File: src/hw/uart_cmd_pkg.sv
package uart_cmd_pkg;

  ////////////////////////////////////////////////////////////
  // frame timing
  ////////////////////////////////////////////////////////////

  // clock cycles per bit and the receiver mid-bit offset.
  localparam int BIT_CYCLES      = 435;
  localparam int HALF_BIT_CYCLES = 217;

  // start, eight data, parity, stop.
  localparam int FRAME_BITS = 11;

  // idle bit times between address and data frame of a write.
  localparam int GAP_BITS = 16;

  // bit times a read waits for the response start bit.
  localparam int RESP_TIMEOUT_BITS = 64;

  ////////////////////////////////////////////////////////////
  // vector types
  ////////////////////////////////////////////////////////////

  typedef logic [7:0]  uart_byte_t;
  typedef logic [15:0] cmd_word_t;
  typedef logic [6:0]  reg_addr_t;
  typedef logic [8:0]  baud_cnt_t;
  typedef logic [3:0]  bit_idx_t;
  typedef logic [6:0]  wait_cnt_t;

  // valid marks one received frame for a single cycle.
  typedef struct packed {
    logic       valid;
    uart_byte_t data;
    logic       parity_err;
    logic       frame_err;
  } rx_result_t;

endpackage

File: src/hw/uart_cmd_seq.sv
`timescale 1ns/1ps

module uart_cmd_seq
  import uart_cmd_pkg::*;
(
  input  logic       clk,
  input  logic       rst_n,
  input  cmd_word_t  cmd_in,
  input  logic       cmd_vld,
  input  logic       tx_done,
  input  rx_result_t rx_res,
  output logic       cmd_rdy,
  output logic       tx_start,
  output uart_byte_t tx_byte,
  output logic       read_rdy,
  output uart_byte_t read_data,
  output logic       read_err
);

  typedef enum logic [2:0] {
    ST_IDLE,
    ST_SEND_ADDR,
    ST_GAP,
    ST_SEND_DATA,
    ST_WAIT_RESP,
    ST_FINISH
  } seq_state_t;

  seq_state_t state;
  cmd_word_t  cmd_q;
  reg_addr_t  addr;
  baud_cnt_t  baud_cnt;
  wait_cnt_t  wait_cnt;
  wait_cnt_t  wait_last;
  logic       wait_end;
  logic       accept;
  logic       resp_err;

  assign accept  = cmd_vld && cmd_rdy;
  assign addr    = cmd_q[14:8];
  assign tx_byte = (state == ST_SEND_DATA) ? cmd_q[7:0] : {cmd_q[15], addr};

  always_ff @(posedge clk)
  begin
    if (accept)
      cmd_q <= cmd_in;
  end

  ////////////////////////////////////////////////////////////
  // gap and timeout timer
  ////////////////////////////////////////////////////////////

  assign wait_last = (state == ST_GAP) ? wait_cnt_t'(GAP_BITS - 1)
                                       : wait_cnt_t'(RESP_TIMEOUT_BITS - 1);
  assign wait_end  = (baud_cnt == baud_cnt_t'(BIT_CYCLES - 1)) && (wait_cnt == wait_last);

  // starts at one to absorb the cycle of the tx_start strobe.
  always_ff @(posedge clk or negedge rst_n)
  begin
    if (!rst_n)
    begin
      baud_cnt <= baud_cnt_t'(1);
      wait_cnt <= '0;
    end
    else if (state == ST_GAP || state == ST_WAIT_RESP)
    begin
      if (baud_cnt == baud_cnt_t'(BIT_CYCLES - 1))
      begin
        baud_cnt <= '0;
        wait_cnt <= wait_cnt + 1'b1;
      end
      else
        baud_cnt <= baud_cnt + 1'b1;
    end
    else
    begin
      baud_cnt <= baud_cnt_t'(1);
      wait_cnt <= '0;
    end
  end

  ////////////////////////////////////////////////////////////
  // command FSM
  ////////////////////////////////////////////////////////////

  always_ff @(posedge clk or negedge rst_n)
  begin
    if (!rst_n)
    begin
      state     <= ST_IDLE;
      cmd_rdy   <= 1'b1;
      tx_start  <= 1'b0;
      read_rdy  <= 1'b0;
      read_err  <= 1'b0;
      read_data <= '0;
      resp_err  <= 1'b0;
    end
    else
    begin
      tx_start <= 1'b0;
      read_rdy <= 1'b0;
      read_err <= 1'b0;
      case (state)
        ST_IDLE:
        begin
          if (accept)
          begin
            state    <= ST_SEND_ADDR;
            cmd_rdy  <= 1'b0;
            tx_start <= 1'b1;
          end
        end
        ST_SEND_ADDR:
        begin
          if (tx_done)
            state <= cmd_q[15] ? ST_GAP : ST_WAIT_RESP;
        end
        ST_GAP:
        begin
          if (wait_end)
          begin
            state    <= ST_SEND_DATA;
            tx_start <= 1'b1;
          end
        end
        ST_SEND_DATA:
        begin
          if (tx_done)
          begin
            state   <= ST_IDLE;
            cmd_rdy <= 1'b1;
          end
        end
        ST_WAIT_RESP:
        begin
          // a frame in the last timeout cycle still counts.
          if (rx_res.valid)
          begin
            state     <= ST_FINISH;
            read_data <= rx_res.data;
            resp_err  <= rx_res.parity_err | rx_res.frame_err;
          end
          else if (wait_end)
          begin
            state     <= ST_FINISH;
            read_data <= '0;
            resp_err  <= 1'b1;
          end
        end
        ST_FINISH:
        begin
          state    <= ST_IDLE;
          cmd_rdy  <= 1'b1;
          read_rdy <= 1'b1;
          read_err <= resp_err;
        end
        default: state <= ST_IDLE;
      endcase
    end
  end

endmodule

File: src/hw/uart_cmd_top.sv
`timescale 1ns/1ps

module uart_cmd_top
  import uart_cmd_pkg::*;
(
  input  logic       clk,
  input  logic       rst_n,
  input  cmd_word_t  cmd_in,
  input  logic       cmd_vld,
  input  logic       rx,
  output logic       tx,
  output logic       cmd_rdy,
  output logic       read_rdy,
  output uart_byte_t read_data,
  output logic       read_err
);

  logic       tx_start;
  uart_byte_t tx_byte;
  logic       tx_done;
  rx_result_t rx_res;

  uart_cmd_seq i_uart_cmd_seq (
    .clk       (clk),
    .rst_n     (rst_n),
    .cmd_in    (cmd_in),
    .cmd_vld   (cmd_vld),
    .tx_done   (tx_done),
    .rx_res    (rx_res),
    .cmd_rdy   (cmd_rdy),
    .tx_start  (tx_start),
    .tx_byte   (tx_byte),
    .read_rdy  (read_rdy),
    .read_data (read_data),
    .read_err  (read_err)
  );

  uart_tx_frame i_uart_tx_frame (
    .clk      (clk),
    .rst_n    (rst_n),
    .tx_start (tx_start),
    .tx_byte  (tx_byte),
    .tx       (tx),
    .tx_done  (tx_done)
  );

  // the receiver listens all the time; the sequencer picks what it needs.
  uart_rx_frame i_uart_rx_frame (
    .clk    (clk),
    .rst_n  (rst_n),
    .rx     (rx),
    .rx_res (rx_res)
  );

endmodule

File: src/hw/uart_rx_frame.sv
`timescale 1ns/1ps

module uart_rx_frame
  import uart_cmd_pkg::*;
(
  input  logic       clk,
  input  logic       rst_n,
  input  logic       rx,
  output rx_result_t rx_res
);

  typedef enum logic [2:0] {
    ST_IDLE,
    ST_START,
    ST_DATA,
    ST_PARITY,
    ST_STOP
  } rx_state_t;

  rx_state_t  state;
  logic       rx_s1;
  logic       rx_s2;
  logic       rx_d;
  logic       fall;
  logic       sample;
  baud_cnt_t  baud_cnt;
  bit_idx_t   bit_idx;
  uart_byte_t data_q;
  logic       par_q;

  ////////////////////////////////////////////////////////////
  // synchronizer and edge detect
  ////////////////////////////////////////////////////////////

  always_ff @(posedge clk or negedge rst_n)
  begin
    if (!rst_n)
    begin
      rx_s1 <= 1'b1;
      rx_s2 <= 1'b1;
      rx_d  <= 1'b1;
    end
    else
    begin
      rx_s1 <= rx;
      rx_s2 <= rx_s1;
      rx_d  <= rx_s2;
    end
  end

  assign fall = rx_d & ~rx_s2;

  // half a bit into the start bit, then one full bit per sample.
  assign sample = (state == ST_START) ? (baud_cnt == baud_cnt_t'(HALF_BIT_CYCLES - 1))
                                      : (baud_cnt == baud_cnt_t'(BIT_CYCLES - 1));

  ////////////////////////////////////////////////////////////
  // deserializer
  ////////////////////////////////////////////////////////////

  always_ff @(posedge clk or negedge rst_n)
  begin
    if (!rst_n)
    begin
      state    <= ST_IDLE;
      baud_cnt <= '0;
      bit_idx  <= '0;
    end
    else
    begin
      baud_cnt <= (state == ST_IDLE || sample) ? '0 : baud_cnt + 1'b1;
      case (state)
        ST_IDLE:
        begin
          if (fall)
            state <= ST_START;
        end
        ST_START:
        begin
          // a start bit that is high again was a glitch.
          if (sample)
          begin
            state   <= rx_s2 ? ST_IDLE : ST_DATA;
            bit_idx <= '0;
          end
        end
        ST_DATA:
        begin
          if (sample)
          begin
            bit_idx <= bit_idx + 1'b1;
            if (bit_idx == 4'd7)
              state <= ST_PARITY;
          end
        end
        ST_PARITY:
        begin
          if (sample)
            state <= ST_STOP;
        end
        ST_STOP:
        begin
          if (sample)
            state <= ST_IDLE;
        end
        default: state <= ST_IDLE;
      endcase
    end
  end

  always_ff @(posedge clk)
  begin
    if (state == ST_DATA && sample)
      data_q <= {rx_s2, data_q[7:1]};
    if (state == ST_PARITY && sample)
      par_q <= rx_s2;
  end

  always_ff @(posedge clk or negedge rst_n)
  begin
    if (!rst_n)
      rx_res <= '0;
    else
    begin
      rx_res.valid <= 1'b0;
      if (state == ST_STOP && sample)
      begin
        rx_res.valid      <= 1'b1;
        rx_res.data       <= data_q;
        rx_res.parity_err <= (par_q != ~^data_q);
        rx_res.frame_err  <= ~rx_s2;
      end
    end
  end

endmodule

File: src/hw/uart_tx_frame.sv
`timescale 1ns/1ps

module uart_tx_frame
  import uart_cmd_pkg::*;
(
  input  logic       clk,
  input  logic       rst_n,
  input  logic       tx_start,
  input  uart_byte_t tx_byte,
  output logic       tx,
  output logic       tx_done
);

  typedef enum logic [2:0] {
    ST_IDLE,
    ST_START,
    ST_DATA,
    ST_PARITY,
    ST_STOP
  } tx_state_t;

  // frame position of data bit 7.
  localparam bit_idx_t LAST_DATA_IDX = 4'd8;

  tx_state_t  state;
  baud_cnt_t  baud_cnt;
  bit_idx_t   bit_idx;
  uart_byte_t byte_q;
  logic       baud_end;

  assign baud_end = (baud_cnt == baud_cnt_t'(BIT_CYCLES - 1));
  assign tx_done  = (state == ST_STOP) && baud_end;

  always_ff @(posedge clk)
  begin
    if (tx_start && state == ST_IDLE)
      byte_q <= tx_byte;
  end

  // tx is registered so the line never glitches between bits.
  always_ff @(posedge clk or negedge rst_n)
  begin
    if (!rst_n)
    begin
      state    <= ST_IDLE;
      baud_cnt <= '0;
      bit_idx  <= '0;
      tx       <= 1'b1;
    end
    else
    begin
      if (state != ST_IDLE)
        baud_cnt <= baud_end ? '0 : baud_cnt + 1'b1;
      if (state != ST_IDLE && baud_end)
        bit_idx <= bit_idx + 1'b1;

      case (state)
        ST_IDLE:
        begin
          if (tx_start)
          begin
            state   <= ST_START;
            bit_idx <= '0;
            tx      <= 1'b0;
          end
        end
        ST_START, ST_DATA:
        begin
          if (baud_end)
          begin
            if (bit_idx == LAST_DATA_IDX)
            begin
              state <= ST_PARITY;
              tx    <= ~^byte_q;
            end
            else
            begin
              state <= ST_DATA;
              tx    <= byte_q[bit_idx[2:0]];
            end
          end
        end
        ST_PARITY:
        begin
          if (baud_end)
          begin
            state <= ST_STOP;
            tx    <= 1'b1;
          end
        end
        ST_STOP:
        begin
          if (baud_end)
            state <= ST_IDLE;
        end
        default:
        begin
          state <= ST_IDLE;
          tx    <= 1'b1;
        end
      endcase
    end
  end

endmodule

File: config.mk
export PLATFORM = sky130hd
export DESIGN_NAME = uart_cmd_top
export DESIGN_NICKNAME = d
export VERILOG_FILES = /design/src/hw/uart_cmd_pkg.sv /design/src/hw/uart_cmd_seq.sv /design/src/hw/uart_cmd_top.sv /design/src/hw/uart_rx_frame.sv /design/src/hw/uart_tx_frame.sv
export SDC_FILE = /design/constraint.sdc
export NUM_CORES = 1
export LEC_CHECK = 0
export ABC_AREA = 1
export CAP_MARGIN = 20
export CORE_MARGIN = 2
export CORE_UTILIZATION = 35
export CTS_BUF_LIST = sky130_fd_sc_hd__clkbuf_8 sky130_fd_sc_hd__clkbuf_16
export DETAILED_ROUTE_END_ITERATION = 12
export DONT_BUFFER_PORTS = 1
export PLACE_DENSITY = 0.58
export RECOVER_POWER = 50
export SYNTH_ARGS = -nofsm -noshare
export SYNTH_HDL_FRONTEND = slang
export SYNTH_HIERARCHICAL = 1
export SYNTH_SLANG_ARGS = --single-unit
export TNS_END_PERCENT = 1
File: constraint.sdc
create_clock -name clk -period 2.22 [get_ports clk]
set_input_delay 0.333 -clock clk [delete_from_list [all_inputs] [get_ports clk]]
set_output_delay 0.333 -clock clk [all_outputs]
set_load 0.05 [all_outputs]
## Word level (Yosys, flattened, before mapping)

Index checks and enable logic that the tools add are counted.
Widths: inputs -> output; s select.

- Register bits: 112
- Bits of input ports: 20
- Word-level logic and storage cells: 159

- Add/subtract/negate cells: 6
- Magnitude comparators: 1
- Equal/unequal tests: 37
- Muxes and demuxes: 57
- Bitwise logic cells: 4
- Reductions and logical operators: 27

Operators with widths:

| operator | number |
|---|---|
| $mux 3 | 17 |
| $mux 9 | 4 |
| $pmux 3 s5 | 2 |
| $add 9x1->9 const B | 3 |
| $eq 9x9->1 const B | 3 |
| $ne 2x1->1 const B | 13 |
| $mux 8 | 3 |
| $mux 4 | 5 |
| $eq 3x2->1 const B | 6 |
| $reduce_xnor 8->1 | 2 |
| $mux 1 | 15 |
| $mux 7 | 2 |
| $eq 3x3->1 const B | 4 |
| $pmux 3 s4 | 1 |
| $mux 11 | 1 |
| $eq 3x1->1 const B | 3 |
| $eq 9x8->1 const B | 1 |
| $logic_not 3->1 | 3 |
| $add 4x1->4 const B | 2 |
| $logic_and 1x1->1 | 8 |
| $pmux 4 s2 | 1 |
| $reduce_and 4->1 | 2 |
| $add 7x1->7 const B | 1 |
| $eq 7x7->1 | 1 |
| other kinds (23) | 29 |

## Logic depth before layout (Yosys ltp)

- Word-level depth: 7
- Depth in mapped cells: 13

## Hierarchy

Netlist, hierarchy kept.

Modules (own cells, without submodules):

| module | times used | cells an instance | area an instance (um^2) | sequential area each (um^2) |
|---|---|---|---|---|
| uart_cmd_seq | 1 | 236 | 2215.9 | 1283.7 |
| uart_rx_frame | 1 | 189 | 1761.7 | 1024.7 |
| uart_tx_frame | 1 | 181 | 1420.1 | 666.9 |

## Worst setup path after synthesis

OpenSTA, ideal clock, no wires.

- Path kind: reg-to-reg
- Start point: reg i_uart_tx_frame.baud_cnt[0]
- End point: reg i_uart_cmd_seq.state[0]
- Data arrival time: 1504 ps
- Data required time: 2103 ps
- Setup slack: 599 ps
- Stages on the path, launching flop included: 14
- Path buffers: 0
- Path through: dfrtp_1 inv_1 ha_1 nand2_1 nor3_2 nand2_2 nor3_1 inv_1 nand2_2 nand3b_4 inv_2 nand3_1 nand2_1 nand2_1

- Cells in the longest elaborated chain, start to end: 4

Ends and longest elaborated chain:

| item | line | text |
|---|---|---|
| from (decl) | uart_tx_frame.sv:26 | `baud_cnt_t baud_cnt;` |
| from (signal assigned) | uart_tx_frame.sv:53 | `baud_cnt <= baud_end ? '0 : baud_cnt + 1'b1;` |
| $eq 9x9->1 (*) | uart_tx_frame.sv:31 | `assign baud_end = (baud_cnt == baud_cnt_t'(BIT_CYCLES - 1));` |
| $logic_and 1x1->1 (*) | uart_tx_frame.sv:32 | `assign tx_done = (state == ST_STOP) && baud_end;` |
| net tx_done | uart_cmd_top.sv:20 | `logic tx_done;` |
| $ne 2x1->1 (no line) | n/a |  |
| $reduce_and 5->1 (no line) (*) | n/a |  |
| to (signal assigned) | uart_cmd_seq.sv:116 | `state <= cmd_q[15] ? ST_GAP : ST_WAIT_RESP;` |
| to (decl) | uart_cmd_seq.sv:29 | `seq_state_t state;` |

Mark *: on every way through the listed nets, which the timed path passes. The rest lies on a longest branch.
A chain may end at the register's enable or synchronous reset.

## Worst setup path in the final report

- Start point: reg i_uart_tx_frame.state[1]
- End point: reg i_uart_tx_frame.state[0]

- Cells in the longest elaborated chain, start to end: 4

Ends and longest elaborated chain:

| item | line | text |
|---|---|---|
| from (decl) | uart_tx_frame.sv:25 | `tx_state_t state;` |
| from (signal assigned) | uart_tx_frame.sv:45 | `state <= ST_IDLE;` |
| from (signal assigned) | uart_tx_frame.sv:62 | `state <= ST_START;` |
| from (signal assigned) | uart_tx_frame.sv:73 | `state <= ST_PARITY;` |
| $eq 3x1->1 / $eq 3x2->1 (equally long branches) | uart_tx_frame.sv:57 | `case (state)` |
| $reduce_or 2->1 | uart_tx_frame.sv:57 |  |
| $ne 2x1->1 (no line) | n/a |  |
| $reduce_and 4->1 (no line) | n/a |  |

Parallel ways exist; a longest one is shown, timed or not.

==> reports/results.tsv <==
metric	value	unit
DPL Wire Length	7040	um
CTS Hold Bufs	3	
switching share of power	23.3	%
latest clock arrival within the worst-skew pair	0.34	ns
setup violators final	0	
Core Footprint	0.0151	mm2
Crit path required time	2.49	ns
die area	0.0164	mm2
status	complete, no violations	
mapped cell area	0.00540	mm2
Post-synth EDFFs	33	
Sink Count	112	
first-pass GRT wire length	16800	um
Max Fclk	518	MHz
area of the multi-input gates	0.00207	mm2
PwrDens	681	mW/mm2
worst rel slew slack	27.1	%
vias in the first global route	3702	
Crit. End Element	flop	
Layout Nets	642	
Gate power share	7.7	%
Area Growth Syn to Fin	8.97	%
setup_tns	0	ns
height of the die	128	um
global placer's final weighted congestion	0.805	
FF+latch area	0.00298	mm2
Worst Hold End	i_uart_cmd_seq/cmd_q[1]	
WL per Instance	12.0	um
DR pass1 iterations	4	
ANT cells	0	
clock power share	37.0	%
synthesized instance count	606	
via count	3798	
Min-Delay Path Depth	0	
DRC Markers	0	
hold_sp	cmd_in[1]	
largest net degree at the start of global routing	80	
ratio of cells with drive above 1 in the final layout	10.7	%
port bufs	0	
final worst slack	0.291	ns
GR Util All Layers	12.5	%
register area share after synthesis	55.1	%
final hold vios	0	
antenna violations before repair	0	
fill cell count	1482	
Period Utilization, post-route	86.9	%
Worst Setup SP	i_uart_tx_frame/state[1]	
pre-CTS setup slack	0.351	ns
#FFs+latches synth	112	
Ys Warns	6	
Max-cap violations	0	
row count	45	
Clock Skew	0.00622	ns
crit path DAT	2.19	ns
Worst-path clk slew	0.07	ns
post-CTS sizing	0	
RSZ-0062 raised after global routing	false	
Max Buffers Root-to-Sink	2	
Syn Nets	635	
Initial Util	35.6	%
CP startpoint kind	flop	
Final min period	1.93	ns
Syn Area/Cell	8.91	um2
FF-to-FF End	i_uart_tx_frame/state[0]	
Root Driver	clkbuf_16	
global route overflow	0	
worst-path maximum fanout	13	
ys flop type	dfrtp_1	
peak supply drop	0.408	mV
Tightest Pin Transition	1.09	ns
# Post-CTS Setup Buffers	0	
I/O Pins	32	
chip width	128	um
Net Sw Power	0.000933	W
worst hold path type	in -> reg	
sequential share of power	55.3	%
CTS tree	built	
CTS Buf Count	9	
htree depth	3	
Max Slew Vio Count	0	
Worst R2R Path Depth	9	
cell leakage power	2.76	nW
Setup CP Type	reg -> reg	
fraction of registers with async set/reset	70.5	%
antenna viol nets, final	0	
Internal Power	0.00307	W
post-synth cell types	40	
R2R Path Start	i_uart_tx_frame/state[1]	
Iteration-0 DRC Markers	212	
reg2reg setup slack	0.29	ns
WL final	9640	um
Vias/cell	4.71	
==> cell type report <==
| type | count | area share [%] |
|---|---|---|
| timing repair buffer | 4 | 0.596 |
| sequential | 112 | 50.6 |
| clock inverter | 6 | 0.489 |
| tap | 188 | 4.00 |
| multi-input combinational | 410 | 35.2 |
| clock buffer | 10 | 4.25 |
| inverter | 76 | 4.87 |
==> flip-flops by register name, summed over array words and instances (netlist names), 3 cells and up <==
signal                    cells
i_uart_cmd_seq/baud_cnt       9
i_uart_cmd_seq/cmd_q         16
i_uart_cmd_seq/read_data      8
i_uart_cmd_seq/state          3
i_uart_cmd_seq/wait_cnt       7
i_uart_rx_frame/baud_cnt      9
i_uart_rx_frame/bit_idx       4
i_uart_rx_frame/data_q        8
i_uart_rx_frame/rx_res       11
i_uart_rx_frame/state         3
i_uart_tx_frame/baud_cnt      9
i_uart_tx_frame/bit_idx       4
i_uart_tx_frame/byte_q        8
i_uart_tx_frame/state         3
==> worst max-delay path: stages (launching register included) <==
cell	delay, ns
dfrtp_1	0.39
inv_2	0.08
nand2_2	0.08
nor2_1	0.47
nand2_1	0.17
inv_2	0.27
nor2_1	0.12
nand2_2	0.10
o21ai_1	0.07
o21ai_0	0.09
==> power groups by stage <==
stage | Clock (W) | Sequential [W] | Combinational [W]
after floorplan | 0 | 0.00224 | 0.000226
after global placement | 0 | 0.00225 | 0.000263
after detailed placement | 0 | 0.00225 | 0.000277
after CTS | 0.00155 | 0.00221 | 0.000317
after global routing | 0.00162 | 0.00222 | 0.000356
final | 0.00148 | 0.00221 | 0.000308
==> worst max path at each step <==
stage                               endpoint  slack (ns)  cells after the start
floorplan            i_uart_cmd_seq/state[0]        0.60                     13
global placement     i_uart_cmd_seq/state[0]        0.47                     13
detailed placement   i_uart_cmd_seq/state[1]        0.35                     12
CTS                  i_uart_cmd_seq/state[1]        0.33                     12
global route        i_uart_tx_frame/state[0]        0.08                      9
finish              i_uart_tx_frame/state[0]        0.29                      9
==> cell usage after synthesis, types with 3 or more instances <==
master	instances	area share, %
a21oi_1	25	2.3
buf_2	4	0.37
buf_6	3	0.63
dfrtp_1	73	34
dfstp_2	6	2.9
edfxtp_1	33	18
ha_1	9	2.1
inv_1	64	4.5
inv_2	11	0.76
nand2_1	181	13
nand2_2	10	1.2
nand3_1	40	3.7
nand4_1	5	0.58
nor2_1	44	3.1
nor2_2	4	0.46
nor2_4	3	0.63
nor3_1	16	1.5
nor3_2	4	0.74
nor3b_1	5	0.70
o21ai_0	27	2.5
o21ai_1	3	0.28
o21ai_2	4	0.65
xnor2_1	5	0.81
xor2_1	7	1.1
==> through the flow <==
step           cell area (um2)  util [%]  hold slack [ns]  total power, W  cells
6_report                  5880      38.8           0.0821         0.00400    806
5_1_grt                   5880      38.8           0.0633         0.00420    806
4_1_cts                   5910      39.0           0.0697         0.00408    806
2_1_floorplan             5400         -           0.0374         0.00247    606
3_3_place_gp              5580      36.9           0.0395         0.00251    787
3_5_place_dp              5580      36.9           0.0398         0.00253    787
==> cells by family (layout without fill, tap and decap cells) <==
kind of cell | after synthesis | count (layout) | synth area share (%)
compound gates | 66 | 66 | 6.86
buf+inv | 84 | 96 | 6.37
flops | 112 | 112 | 55.1
simple gates | 323 | 323 | 27.6
fa+ha+maj | 9 | 9 | 2.09
xor+xnor | 12 | 12 | 1.95
==> cells in the final DEF (no fill, tap or decap), drive strengths merged <==
master	count
nand2	193
inv	78
dfrtp	73
nor2	52
nand3	43
o21ai	34
edfxtp	33
a21oi	26
nor3	20
clkbuf	11
ha	9
xor2	7
dfstp	6
nor3b	5
xnor2	5
nand4	5
clkinv	3
nand3b	3
dlygate4sd3	2
o211ai	2
clkinvlp	1
nor4	1
o21a	1
or2	1
buf	1
a31o	1
o31ai	1
a211oi	1
==> layer usage <==
layer  vias up  routed length, um  global-route usage [%]
met4         0                 97                    3.10
met2        30               4760                    20.9
met3        10                266                    3.55
met5         -                  0                       0
met1      1787               4510                    16.0
li1       1971                  -                       -
Note: power is estimated with default switching activity, not from simulation.
